$ cat config.mk
export PLATFORM = sky130hd
export DESIGN_NAME = mm_controller
export DESIGN_NICKNAME = d
export VERILOG_FILES = /design/src/mm_geom_pkg.sv /design/src/mm_controller.sv
export SDC_FILE = /design/constraint.sdc
export NUM_CORES = 1
export LEC_CHECK = 0
export BUFFER_PORTS_ARGS = -buffer_cell sky130_fd_sc_hd__buf_2
export CAP_MARGIN = 20
export CORE_AREA = 2 2 39 41
export CTS_CLUSTER_SIZE = 24
export DETAILED_ROUTE_END_ITERATION = 12
export DIE_AREA = 0 0 41 43
export SETUP_SLACK_MARGIN = 0.3
export SLEW_MARGIN = 20
export SYNTH_ARGS = -nofsm -noshare
export SYNTH_HDL_FRONTEND = slang
export SYNTH_SLANG_ARGS = --single-unit
$ cat constraint.sdc
create_clock -name clk -period 1.4 [get_ports clk]
set_input_delay 0.07 -clock clk [delete_from_list [all_inputs] [get_ports clk]]
set_output_delay 0.07 -clock clk [all_outputs]
set_load 0.005 [all_outputs]
$ cat src/mm_geom_pkg.sv
// ------------------------------------------------
// Matrix geometry package
// Shape defaults, chunk geometry, address helpers
// ------------------------------------------------
package mm_geom_pkg;

    // Chunk geometry
    localparam int DEF_CHUNK_SIZE        = 4;  // Elements per memory word
    localparam int BYTE_WIDTH            = 8;  // Write enable granularity

    // Matrix shape, C = I * W^T
    localparam int DEF_INNER_DIMENSION   = 8;  // Shared dimension K
    localparam int DEF_I_OUTER_DIMENSION = 3;  // Rows of I and of C
    localparam int DEF_W_OUTER_DIMENSION = 2;  // Rows of W, columns of C

    // Address width for a memory of the given word count
    // Never below one bit, so single-word memories still get a port
    function automatic int addr_bits(input int words);
        return (words > 1) ? $clog2(words) : 1;
    endfunction

endpackage
$ cat src/mm_controller.sv
// ------------------------------------------------
// Matrix-multiply controller
// Start/done, read sequencing over row, col, chunk
// ------------------------------------------------
`timescale 1ns/10ps

module mm_controller #(
    parameter int  CHUNK_SIZE        = mm_geom_pkg::DEF_CHUNK_SIZE,
    parameter int  INNER_DIMENSION   = mm_geom_pkg::DEF_INNER_DIMENSION,
    parameter int  I_OUTER_DIMENSION = mm_geom_pkg::DEF_I_OUTER_DIMENSION,
    parameter int  W_OUTER_DIMENSION = mm_geom_pkg::DEF_W_OUTER_DIMENSION,
    localparam int K_CHUNKS          = INNER_DIMENSION / CHUNK_SIZE,
    localparam int IN_AW = mm_geom_pkg::addr_bits(I_OUTER_DIMENSION * K_CHUNKS),
    localparam int WB_AW = mm_geom_pkg::addr_bits(W_OUTER_DIMENSION * K_CHUNKS)
) (
    input  logic             clk,
    input  logic             rst_n,
    input  logic             start,      // One-cycle pulse
    output logic             in_rd_en,
    output logic [IN_AW-1:0] in_rd_addr,
    output logic             wb_rd_en,
    output logic [WB_AW-1:0] wb_rd_addr,
    output logic             rd_valid,   // Aligned with memory read data
    output logic             rd_last,
    output logic             rd_final,
    input  logic             res_valid,
    input  logic             res_final,
    output logic             top_ready,
    output logic             done
);
    import mm_geom_pkg::*;

    localparam int CHUNK_W = addr_bits(K_CHUNKS);
    localparam int COL_W   = addr_bits(W_OUTER_DIMENSION);
    localparam int ROW_W   = addr_bits(I_OUTER_DIMENSION);

    logic               busy;                  // Run in progress, until final result
    logic [CHUNK_W-1:0] chunk_cnt;
    logic [COL_W-1:0]   col_cnt;               // Row of W, column of C
    logic [ROW_W-1:0]   row_cnt;               // Row of I and of C
    logic               chunk_end, col_end, row_end;
    logic               issue_last, issue_final;

    assign chunk_end   = (chunk_cnt == CHUNK_W'(K_CHUNKS - 1));
    assign col_end     = (col_cnt == COL_W'(W_OUTER_DIMENSION - 1));
    assign row_end     = (row_cnt == ROW_W'(I_OUTER_DIMENSION - 1));
    assign issue_last  = in_rd_en && chunk_end;
    assign issue_final = issue_last && col_end && row_end;

    // Both memories are read in lockstep
    assign wb_rd_en = in_rd_en;

    // Word address is row * K_CHUNKS + chunk
    always_comb begin
        in_rd_addr = IN_AW'(row_cnt) * IN_AW'(K_CHUNKS) + IN_AW'(chunk_cnt);
        wb_rd_addr = WB_AW'(col_cnt) * WB_AW'(K_CHUNKS) + WB_AW'(chunk_cnt);
    end

    always_ff @(posedge clk) begin
        if (!rst_n) begin
            busy      <= 1'b0;
            in_rd_en  <= 1'b0;
            chunk_cnt <= '0;
            col_cnt   <= '0;
            row_cnt   <= '0;
            top_ready <= 1'b0;
            done      <= 1'b0;
        end else if (start && !busy) begin   // Start while busy is ignored
            busy      <= 1'b1;
            in_rd_en  <= 1'b1;               // First read on the next cycle
            chunk_cnt <= '0;
            col_cnt   <= '0;
            row_cnt   <= '0;
            top_ready <= 1'b0;
            done      <= 1'b0;
        end else begin
            if (in_rd_en) begin
                // Chunk innermost, then column, then row
                if (chunk_end) begin
                    chunk_cnt <= '0;
                    if (col_end) begin
                        col_cnt <= '0;
                        row_cnt <= row_end ? '0 : row_cnt + 1'b1;
                    end else begin
                        col_cnt <= col_cnt + 1'b1;
                    end
                end else begin
                    chunk_cnt <= chunk_cnt + 1'b1;
                end
                if (issue_final) in_rd_en <= 1'b0; // Whole matrix issued
            end
            if (res_valid) top_ready <= 1'b1;
            if (res_valid && res_final) begin
                done <= 1'b1;
                busy <= 1'b0;
            end
        end
    end

    // Flags follow read data by the memory latency
    always_ff @(posedge clk) begin
        if (!rst_n) begin
            rd_valid <= 1'b0;
            rd_last  <= 1'b0;
            rd_final <= 1'b0;
        end else begin
            rd_valid <= in_rd_en;
            rd_last  <= issue_last;
            rd_final <= issue_final;
        end
    end

endmodule

==> metrics.cfg <==
[run_status]
status = completed

[pwr]
power_density_mw_per_mm2 = 1163
total_power_mw = 0.6080
vdd_ir_drop_max_mv = 0.4142
p_leak_nw = 0.2434

[min_path]
hold_end = busy$_SDFFE_PN0P_
hp-start = start
min_path_cells = 2
hold_path_class = in -> reg

[yosys]
yosysSeqAreaShare_pct = 53.66
yosysWarnings = 0
synth_top_area_share_pct = 53.66
synth-seq-cells = 11
synth-xor-area-share_pct = 4.268
synthMuxAreaShare_pct = 0
synth_top_family_by_area = simple AND/OR/NAND/NOR gates
yosys.area.top_type = dfxtp_1
syn_nets = 46
synth-simple-area-share_pct = 26.52
synth_cell_types = 18
syn_inst = 41
synth_fa_ha_area_share_pct = 0
postSynthAreaPerCell_sq_um = 10.01
netlist_area_sq_um = 410.4
synth_edf_count = 0
synth-compound-area-share_pct = 8.232
async_reset_ff_share_pct = 0
synth_ff_type = dfxtp_1
synthTopCellsByArea = dfxtp_1 54%, buf_4 7.3%, nor2_1 4.6%

[sta]
skew_ns = 0.001214
setup_tns_ns = 0
setup_viol = 0
slew_violations = 0
worst_pin_slew_ns = 0.2620
fmax_ghz = 0.9981
period_share_pct = 71.56
hold_viol_final = 0
period_minus_slack_ns = 1.002
slew_headroom_pct = 82.53
rsz0062_at_grt = false

[worst_setup_path]
ff2ff_path_depth = 3
r2r_slack_ns = 0.40
crit_type = reg -> reg
crit_path_max_fanout = 4
worstReg2RegStart = in_rd_en$_SDFF_PN0_
worstSetupStartpointType = flip-flop
crit_path_end_kind = flip-flop
required_ns = 1.60
r2r_end = row_cnt[1]$_SDFFE_PP0P_
arrival_ns = 1.20

[layout]
area_growth_pct = 27.44
drive_gt1_share_pct = 44.07
fillers = 147
nets = 65
stdcell_count = 75
diodes = 0
layout_commonest_cell = buf_2
final_area_sq_um = 523.0
layout_common_cells = 16 x buf_2, 10 x dfxtp_1, 5 x nor2_1

[global_route]
use_met1_pct = 10.03
grt_max_degree = 8
gr-total-overflow = 0
busiest_layer = met2
grt_pass1_wl_mm = 1.138
grt_pass1_vias = 301
grt_use_met3_pct = 4.712
grt_use_met2_pct = 14.37
grt_antenna_before_repair = 0
track_usage_pct = 9.859

[floorplan]
rows = 14
die_h_um = 43
die-area_sq_mm = 0.001763
start_util_pct = 29.66
ioPinCount = 17
core-area_sq_mm = 0.001384
die_x_um = 41

[clocking]
clock_latency_ns = 0.26
clk_pin_slew_ns = 0.07
clockRootBuffer = clkbuf_4
cts_buffers = 3
tritoncts = done
clockBufferDepth = 2
cts_htree_levels = 1
cts_sinks = 11
cts_hold_buf = 0

[placed_design]
place_congestion = 0.6447
placed_area_sq_um = 495.5
dp_hpwl_um = 571.1
dp_cells = 71
io_buffers = 16

[drt]
remaining_drc_errors = 0
wl_per_cell_um = 10.08
ant_nets = 0
first_iter_violations = 2
via_per_inst = 4.467
vias = 335
firstDrtPassIters = 4
wirelength_um = 756

[flow_run]
drv_cap = 0

[report_power, final]
part	internal [mW]	total, mW	leakage [nW]	switching (mW)
sequential	0.326	0.333	0.0904	0.00711
combinational	0.0315	0.0599	0.138	0.0283
clock	0.110	0.216	0.0150	0.105
total	0.467	0.608	0.243	0.141
[area by class of cell]
class	count	area [sq um]	area share [%]
repair buffers	18	95.09	18.18
flip-flops and latches	11	221.5	42.34
well taps	16	20.02	3.828
multi-input cells	26	160.2	30.62
clock buffers	4	26.28	5.024
[cell usage after synthesis, types with 3 or more instances]
| master | count |
|---|---|
| nor2b_1 | 3 |
| buf_4 | 4 |
| dfxtp_1 | 11 |
| a21oi_1 | 3 |
| nor2_1 | 5 |
| nand2_1 | 3 |
[worst max-delay path by stage]
| stage | start | endpoint | slack (ns) | cells after the start |
|---|---|---|---|---|
| after global placement | col_cnt$_SDFFE_PP0N_ | row_cnt[1]$_SDFFE_PP0P_ | 0.40 | 3 |
| after floorplan | in_rd_en$_SDFF_PN0_ | row_cnt[1]$_SDFFE_PP0P_ | 0.32 | 3 |
| after global routing | in_rd_en$_SDFF_PN0_ | row_cnt[1]$_SDFFE_PP0P_ | 0.33 | 3 |
| final | in_rd_en$_SDFF_PN0_ | row_cnt[1]$_SDFFE_PP0P_ | 0.40 | 3 |
| after detailed placement | col_cnt$_SDFFE_PP0N_ | row_cnt[1]$_SDFFE_PP0P_ | 0.37 | 3 |
| after CTS | col_cnt$_SDFFE_PP0N_ | row_cnt[1]$_SDFFE_PP0P_ | 0.35 | 3 |
[worst max-delay path, stage by stage, from the launching register on]
cell and delay [ns]:
dfxtp_1 0.35, nand3_2 0.10, or3b_1 0.37, a21oi_2 0.11
[what timing repair did]
item	CTS	global route
endpoints found under the setup margin	0	2
resized for setup	0	1
buffers inserted	0	0
[registers in the layout (all words and copies together), names as in the netlist]
| name | count |
|---|---|
| busy | 1 |
| chunk_cnt | 1 |
| col_cnt | 1 |
| done | 1 |
| in_rd_en | 1 |
| rd_final | 1 |
| rd_last | 1 |
| rd_valid | 1 |
| row_cnt | 2 |
| top_ready | 1 |
[logic make-up after synthesis]
| logic type | Yosys count |
|---|---|
| AO/OA/AOI/OAI | 5 |
| XOR/XNOR | 2 |
| buffers and inverters | 4 |
| flip-flops | 11 |
| AND/OR/NAND/NOR | 19 |
[per-stage QoR]
step	worst slack (ns)	hold WS (ns)	util [%]
after global routing	0.3313	0.03327	37.79
after detailed placement	0.3705	0.3156	35.80
after CTS	0.3519	0.03415	37.70
after global placement	0.3990	0.3040	35.80
after floorplan	0.3162	0.1858	-
final	0.3981	0.04369	37.79
[metal layers]
metal | vias to the layer above | share of wire, %
met4 | 0 | 1.9
met2 | 10 | 47
li1 | 169 | -
met3 | 2 | 5.6
met1 | 154 | 45
met5 | - | 0
No activity file was read; power rests on OpenSTA's default activity.
