--- src/mm_fix_pkg.sv ---
// ------------------------------------------------
// Fixed-point format package
// ------------------------------------------------
package mm_fix_pkg;

    // Signed Q format of operands and results
    localparam int DEF_WIDTH      = 16; // Total element bits
    localparam int DEF_FRAC_WIDTH = 8;  // Fraction bits, Q8 by default

    // Headroom above 2*WIDTH in the accumulator
    // Covers the growth of a sum over the inner dimension
    localparam int ACC_GUARD      = 8;

endpackage

--- src/mm_geom_pkg.sv ---
// ------------------------------------------------
// Matrix geometry package
// Shape defaults, chunk geometry, address helpers
// ------------------------------------------------
package mm_geom_pkg;

    // Chunk geometry
    localparam int DEF_CHUNK_SIZE        = 4;  // Elements per memory word
    localparam int BYTE_WIDTH            = 8;  // Write enable granularity

    // Matrix shape, C = I * W^T
    localparam int DEF_INNER_DIMENSION   = 8;  // Shared dimension K
    localparam int DEF_I_OUTER_DIMENSION = 3;  // Rows of I and of C
    localparam int DEF_W_OUTER_DIMENSION = 2;  // Rows of W, columns of C

    // Address width for a memory of the given word count
    // Never below one bit, so single-word memories still get a port
    function automatic int addr_bits(input int words);
        return (words > 1) ? $clog2(words) : 1;
    endfunction

endpackage
--- src/mm_bram.sv ---
// ------------------------------------------------
// Simple dual-port memory
// Port A byte-masked write, port B registered read
// ------------------------------------------------
`timescale 1ns/10ps

module mm_bram #(
    parameter int  WORD_WIDTH = mm_fix_pkg::DEF_WIDTH * mm_geom_pkg::DEF_CHUNK_SIZE,
    parameter int  DEPTH      = 16,
    localparam int BE_W       = WORD_WIDTH / mm_geom_pkg::BYTE_WIDTH,
    localparam int AW         = mm_geom_pkg::addr_bits(DEPTH)
) (
    input  logic                  clk,
    input  logic                  rst_n,
    // Port A, host writes
    input  logic                  wr_en,
    input  logic [BE_W-1:0]       wr_be,
    input  logic [AW-1:0]         wr_addr,
    input  logic [WORD_WIDTH-1:0] wr_data,
    // Port B, controller reads
    input  logic                  rd_en,
    input  logic [AW-1:0]         rd_addr,
    output logic [WORD_WIDTH-1:0] rd_data
);
    import mm_geom_pkg::*;

    logic [WORD_WIDTH-1:0] mem [DEPTH]; // Storage array

    // Only enabled bytes change, others keep old contents
    always_ff @(posedge clk) begin
        if (wr_en) begin
            for (int b = 0; b < BE_W; b++) begin
                if (wr_be[b]) begin
                    mem[wr_addr][b*BYTE_WIDTH +: BYTE_WIDTH] <= wr_data[b*BYTE_WIDTH +: BYTE_WIDTH];
                end
            end
        end
    end

    // One cycle read latency, output reg holds between reads
    always_ff @(posedge clk) begin
        if (!rst_n) begin
            rd_data <= '0;
        end else if (rd_en) begin
            rd_data <= mem[rd_addr];
        end
    end

endmodule

--- config.mk ---
export PLATFORM = sky130hd
export DESIGN_NAME = mm_bram
export DESIGN_NICKNAME = d
export VERILOG_FILES = /design/src/mm_fix_pkg.sv /design/src/mm_geom_pkg.sv /design/src/mm_bram.sv
export SDC_FILE = /design/constraint.sdc
export NUM_CORES = 1
export LEC_CHECK = 0
export BUFFER_PORTS_ARGS = -buffer_cell sky130_fd_sc_hd__buf_4
export CAP_MARGIN = 20
export CORE_UTILIZATION = 55
export DETAILED_ROUTE_END_ITERATION = 12
export GPL_ROUTABILITY_DRIVEN = 0
export GPL_TIMING_DRIVEN = 0
export HOLD_SLACK_MARGIN = 0.06
export PLACE_DENSITY = 0.73
export RECOVER_POWER = 25
export SETUP_SLACK_MARGIN = 0.1
export SLEW_MARGIN = 10
export SYNTH_ARGS = -nofsm -noshare
export SYNTH_HDL_FRONTEND = slang
export SYNTH_SLANG_ARGS = --single-unit
--- constraint.sdc ---
create_clock -name clk -period 1.7 [get_ports clk]
set_input_delay 0.085 -clock clk [delete_from_list [all_inputs] [get_ports clk]]
set_output_delay 0.085 -clock clk [all_outputs]
set_load 0.02 [all_outputs]
==> key figures, run 1 <==
Finish
  • Commonest non-fill, non-tap cell in the layout: edfxtp_1
  • Area delta synth->final: 16.2%
  • Share of cells above drive strength 1: 15.6%
  • Fin area: 48800 um^2
  • Commonest cells after routing, fill and taps aside: 1024 x edfxtp_1, 512 x mux2i_1, 209 x nand2_1, 194 x nand3_1, 135 x clkbuf_1
  • Final #Nets: 2952

Floorplanning
  • Top Ports: 148
  • Die X: 278 um
  • Initial core utilization: 56.0%
  • CORE AREA: 74900 um^2
  • DIE AREA: 77500 um^2
  • Die Span Y: 278 um
  • Cell Rows: 100

Placed design
  • Hpwl dp: 65.0 mm
  • IO Port Bufs: 145
  • DP Area: 44300 um^2
  • Dpl ws: -1120 ps

Detailed routing
  • Routed WL: 98.1 mm
  • 1st-iter DRT viols: 2223
  • Drc violations: 0
  • WL per Instance: 25.0 um
  • Via density per instance: 6.00
  • First drt pass iteration count: 5
  • Via count: 23600
  • Post-detailed-route count of antenna-violating nets: 0

STA
  • Final worst setup slack: -213 ps
  • Slew @ Worst Pin: 1350 ps
  • Worst Skew: 20.6 ps
  • Final Critical Period: 1910 ps
  • Fmax achieved: 523 MHz
  • Hold WS: 90.0 ps
  • Fin. max-slew vios: 0
  • Max-slew headroom: 10.0%
  • RSZ-0062 raised after global routing: true
  • Final critical-path share of the clock period: 113%
  • # setup viols final: 172
  • Fin. Hold Viols: 0

Global route
  • Gr ovfl total: 0
  • Largest net degree at the start of global routing: 17
  • Number of antenna violations at the first check in global routing: 1
  • Overall global routing resource usage: 25.3%
  • Global-route wire length before repair: 145 mm
  • Number of global-route vias before repair: 23500

Critical path
  • Worst-path fanout max: 8
  • Type of origin of the critical path: input port
  • Worst path slowest cell: nand2_1
  • Crit path cell chain: buf_4, nor2b_1, nand2_1, nor2_2
  • Crit-path max cell delay: 870 ps
  • WP data required: 1990 ps
  • CP arrival: 2210 ps
  • Crit path max-delay family: simple AND/OR/NAND/NOR gates
  • WP buf/inv: 1
  • CP endpoint kind: register
  • Critical path class: input port to register

Pwr
  • Clock power share: 40.9%
  • LEAKAGE: 17.2 nW
  • Switching pwr: 12.0 mW
  • Power per cell area: 1150 nW/um^2
  • Combinational Power Share: 5.8%
  • Switching Fraction: 21.3%
  • Total power: 56.1 mW
  • Peak VDD IR: 0.779 mV
  • Sequential share of power: 53.3%
  • Cell-internal power: 44.1 mW

Synth
  • Syn. warnings: 0
  • Seq/Total Area, Yosys: 76.3%
  • Netlist cell types: 19
  • Syn nets: 2631
  • Cells after Synth: 2547
  • #FFs+latches synth: 1088
  • Syn avg cell area: 16.5 um^2
  • Mapped cell area: 42000 um^2

Clocking
  • TritonCTS buffer count: 106
  • Htree depth: 3
  • Setup bufs post-CTS: 0
  • Clk slew on worst S/H paths: 60 ps
  • Worst-skew pair later-pin latency: 670 ps
  • CTS tree: done
  • Clock sink total: 1088
  • Clock Path Buffers: 3
  • CTS Root Cell: clkbuf_16

Job
  • Max Cap Viol: 0

Outcome
  • Outcome: complete, but fails checks
  • Failing checks: negative setup slack

Min path
  • Hold Path Class: input port to register
logic make-up (layout without fill, tap and decap cells):
group / after synthesis / after routing / share of synthesized area, %
AO/OA/AOI/OAI: 256 / 256 / 3.81
buffers and inverters: 142 / 555 / 2.15
AND/OR/NAND/NOR: 549 / 549 / 5.56
flip-flops: 1088 / 1088 / 76.3
other: 0 / 2 / 0
multiplexers: 512 / 512 / 12.2
final timing paths:
check              start  cells after the start           to  slack (ps)
max           wr_addr[0]                      4   mem[9][28]        -210
min           rd_addr[0]                      6   rd_data[2]          90
max reg2reg  mem[11][28]                      4  rd_data[28]         570
min reg2reg   rd_data[2]                      2   rd_data[2]         450
stage by stage:
| stage | std cells | TNS [ps] | utilization (%) |
|---|---|---|---|
| finish | 3931 | -17590 | 65.1 |
| global route | 3929 | -13340 | 65.1 |
| CTS | 3926 | -4760 | 64.9 |
| detailed placement | 3662 | -700720 | 59.1 |
| global placement | 3661 | -1013220 | 59.1 |
| floorplan | 2547 | 0 | - |
worst register-to-register path, stage by stage (launching register included):
cell      delay, ps
edfxtp_1        340
mux2i_1          70
a22oi_1         330
nand3_1         200
nand3_1         120
cell type report:
cell class                      instances  area (um^2)
Sequential cell                      1088        32000
Antenna cell                            2         5.00
Buffer                                142          906
Fill cell                            5071        26200
Tap cell                              969         1210
Clock buffer                          152         3020
Multi-Input combinational cell       1317         9520
Timing Repair Buffer                  213         1660
Clock inverter                         48          429
registers in the layout, summed over array words and instances, names as in the netlist:
name	cells
mem	1024
rd_data	64
routing by layer:
layer  part of all wire [%]  track usage [%]  wire length, um  vias to the layer above
li1                       -                -                -                    10500
met4                    3.5             8.34             3480                        0
met3                    6.4             3.80             6310                      194
met5                      0                0                0                        -
met2                     50             42.7            48600                      942
met1                     40             33.8            39700                    12000
power by group through the flow:
stage               Sequential [mW]  Combinational (mW)  Clock, mW
floorplan                      30.6                1.52          0
global placement               30.4                3.00          0
detailed placement             30.5                3.09          0
CTS                            29.9                3.26       23.1
global route                   29.9                3.47       24.1
finish                         29.9                3.27       22.9
repair_timing:
item,CTS,global route
gates resized for setup,87,74
endpoints found under the setup margin,663,656
hold buffers,64,0
hold endpoints to repair,1024,0
synth_stat cells:
master / number / area share [%]
buf_12: 1 / 0.048
nand4_1: 1 / 0.015
a21oi_1: 128 / 1.5
nor2_1: 131 / 1.2
nand3b_1: 1 / 0.018
mux2i_1: 512 / 12
nand2_1: 209 / 1.9
edfxtp_1: 1024 / 73
nand3_1: 199 / 2.4
dfxtp_1: 64 / 3.1
buf_2: 14 / 0.17
buf_4: 22 / 0.39
buf_1: 4 / 0.036
nor2b_1: 7 / 0.10
buf_6: 32 / 0.86
buf_8: 1 / 0.036
a22oi_1: 128 / 2.3
clkbuf_1: 68 / 0.61
and2_1: 1 / 0.015
Power figures use the tool's default switching activity.
==> inputs of run 2 (changes only) <==
Settings changed: CORE_UTILIZATION 55 to 45, PLACE_DENSITY 0.73 to 0.62.
Clock period 1.7 ns to 1.9 ns, I/O delays scaled along.
==> key figures, run 2 (synthesis gave the netlist of run 1 again) <==
Outcome
  • Outcome: complete, but fails checks
  • Failing checks: negative setup slack

Finish
  • Multi-input gate area: 9200 um^2 (-3.4%)
  • Share of cells above drive strength 1: 13.4% (-2.2 points)
  • Max reg flops: 1024 (unchanged)
  • Non-Filler Instances: 4217 (+7.3%)
  • Area delta synth->final: 16.9%
  • Commonest non-fill, non-tap cell in the layout: edfxtp_1
  • Final #Nets: 2960 (+0.27%)
  • Biggest regs: mem: 1024 flops, rd_data: 64 flops
  • Commonest cells after routing, fill and taps aside: 1024 x edfxtp_1, 512 x mux2i_1, 208 x nand2_1, 197 x nand3_1, 133 x clkbuf_1
  • FILL cells: 7399 (+46%)
  • Layout Utilization: 53.3% (-12 points)
  • Register area: 32000 um^2 (unchanged)
  • Top reg by flops: mem

Critical path
  • CP arrival: 2340 ps (+130 ps)
  • WP data required: 2190 ps (+200 ps)
  • CP endpoint kind: register
  • Worst-path fanout max: 8 (unchanged)
  • Critical path class: input port to register
  • Type of origin of the critical path: input port

Floorplanning
  • DIE AREA: 94500 um^2 (+22%)
  • Cell Rows: 111 (+11%)
  • Initial core utilization: 45.6% (-10 points)
  • Top Ports: 148 (unchanged)
  • CORE AREA: 92100 um^2 (+23%)
  • Die Span Y: 307 um (+10%)
  • Die X: 307 um (+10%)

Clocking
  • Clock Path Buffers: 3 (unchanged)
  • Clock sink total: 1088 (unchanged)
  • Setup bufs post-CTS: 0 (unchanged)
  • CTS Root Cell: clkbuf_16
  • Worst-skew pair later-pin latency: 680 ps (about the same)
  • Htree depth: 3 (unchanged)
  • CTS tree: done
  • TritonCTS buffer count: 111 (+4.7%)
  • Clk slew on worst S/H paths: 60 ps (about the same)

Job
  • Max Cap Viol: 0 (unchanged)

Pwr
  • Switching pwr: 11.1 mW (-7.7%)
  • Switching Fraction: 21.5% (+0.19 points)
  • LEAKAGE: 17.3 nW (+0.68%)
  • Cell-internal power: 40.3 mW (-8.7%)
  • Sequential share of power: 52.1% (-1.2 points)
  • Clock power share: 42.3% (+1.4 points)
  • Power per cell area: 1050 nW/um^2 (-9.0%)
  • Peak VDD IR: 0.772 mV (-0.95%)
  • Combinational Power Share: 5.6% (-0.2 points)

Detailed routing
  • Met2 routed WL: 50.1 mm (+3.1%)
  • 1st-iter DRT viols: 2091 (-5.9%)
  • WL met1: 42.8 mm (+7.8%)
  • Post-detailed-route count of antenna-violating nets: 0 (unchanged)
  • Drc violations: 0 (unchanged)
  • WL per Instance: 24.0 um (-3.8%)
  • First drt pass iteration count: 6 (+1)
  • Routed WL: 101 mm (+3.2%)
  • Via density per instance: 5.47 (-8.9%)
  • Top routing layer used: met5
  • Via count: 23100 (-2.3%)
  • Wire length on met3: 5.70 mm (-9.7%)

Global route
  • Number of global-route vias before repair: 23400 (-0.17%)
  • Largest net degree at the start of global routing: 17 (unchanged)
  • Overall global routing resource usage: 21.5% (-3.8 points)
  • Gr ovfl total: 0 (unchanged)
  • Global-route wire length before repair: 149 mm (+2.9%)
  • Number of antenna violations at the first check in global routing: 7 (+6)

STA
  • RSZ-0062 raised after global routing: true
  • Max-slew headroom: 22.4% (+12 points)
  • Fin Setup TNS: -3710 ps (+13890 ps)
  • Fmax achieved: 487 MHz
  • Final Critical Period: 2060 ps
  • Fin. Hold Viols: 0 (unchanged)
  • # setup viols final: 40 (-77%)
  • Fin. max-slew vios: 0 (unchanged)
  • Final critical-path share of the clock period: 108%
  • Final worst setup slack: -155 ps (+58.1 ps)
  • Hold WS: 112 ps (+22.4 ps)
  • Worst Skew: 32.2 ps (+11.6 ps)
  • Slew @ Worst Pin: 1160 ps (-186 ps)

Placed design
  • Placed Instances: 3940 (+7.6%)
  • Hpwl dp: 68.6 mm (+5.5%)
  • Dpl ws: -777 ps (+342 ps)
  • IO Port Bufs: 145 (unchanged)

Min path
  • Hold Path Class: input port to register
## run 2: cell count changes in the layout (fill, tap and decap cells not counted), sizes merged
cell and change:
buf -3, bufinv +2, clkbuf +6, clkinvlp +4, diode +1, dlygate4sd3 +1, inv +1
## run 2: worst paths after layout
check | slack (ps) | endpoint | cells after the start | startpoint
hold reg to reg | 460 | rd_data[62] | 2 | rd_data[62]
setup / recovery | -160 | mem[8][36] | 4 | wr_addr[0]
hold / removal | 110 | rd_data[63] | 6 | rd_addr[3]
setup reg to reg | 770 | rd_data[26] | 4 | mem[15][26]
## run 2: power groups by stage
stage	registers [mW]	logic (mW)	clock network, mW
3_5_place_dp	27.3	2.81	0
5_1_grt	26.8	3.09	22.9
3_3_place_gp	27.2	2.75	0
4_1_cts	26.8	2.94	22.0
6_report	26.8	2.89	21.7
2_1_floorplan	27.4	1.36	0
## run 2: layout make-up
| class | instances | area share [%] |
|---|---|---|
| Clock buffer | 153 | 6.42 |
| Clock inverter | 55 | 1.11 |
| Sequential cell | 1088 | 65.3 |
| Timing Repair Buffer | 216 | 3.42 |
| Antenna cell | 3 | 0.0153 |
| Tap cell | 1243 | 3.17 |
| Buffer | 142 | 1.85 |
| Multi-Input combinational cell | 1317 | 18.8 |
## run 2: metal layers
metal  global-route usage, %  vias up
li1                        -    10500
met1                    29.2    11700
met2                    35.8      728
met4                    6.38        2
met3                    3.39      164
met5                       0        -
## run 2: stage by stage
step	total power, mW	cell area (um^2)
2_1_floorplan	28.7	42000
3_3_place_gp	30.0	44600
3_5_place_dp	30.1	44700
4_1_cts	51.7	49100
5_1_grt	52.7	49100
6_report	51.3	49100
## run 2: timing repair
action,4_1_cts,5_1_grt
pin swaps,0,0
gates resized for setup,18,34
endpoints found under the setup margin,207,280
hold buffers,65,0
hold endpoints to repair,1027,0
## run 2: critical path, cell delays in order
cell     delay, ps
buf_4          140
nor2_1         270
nand2_1        770
nor2_1        1050
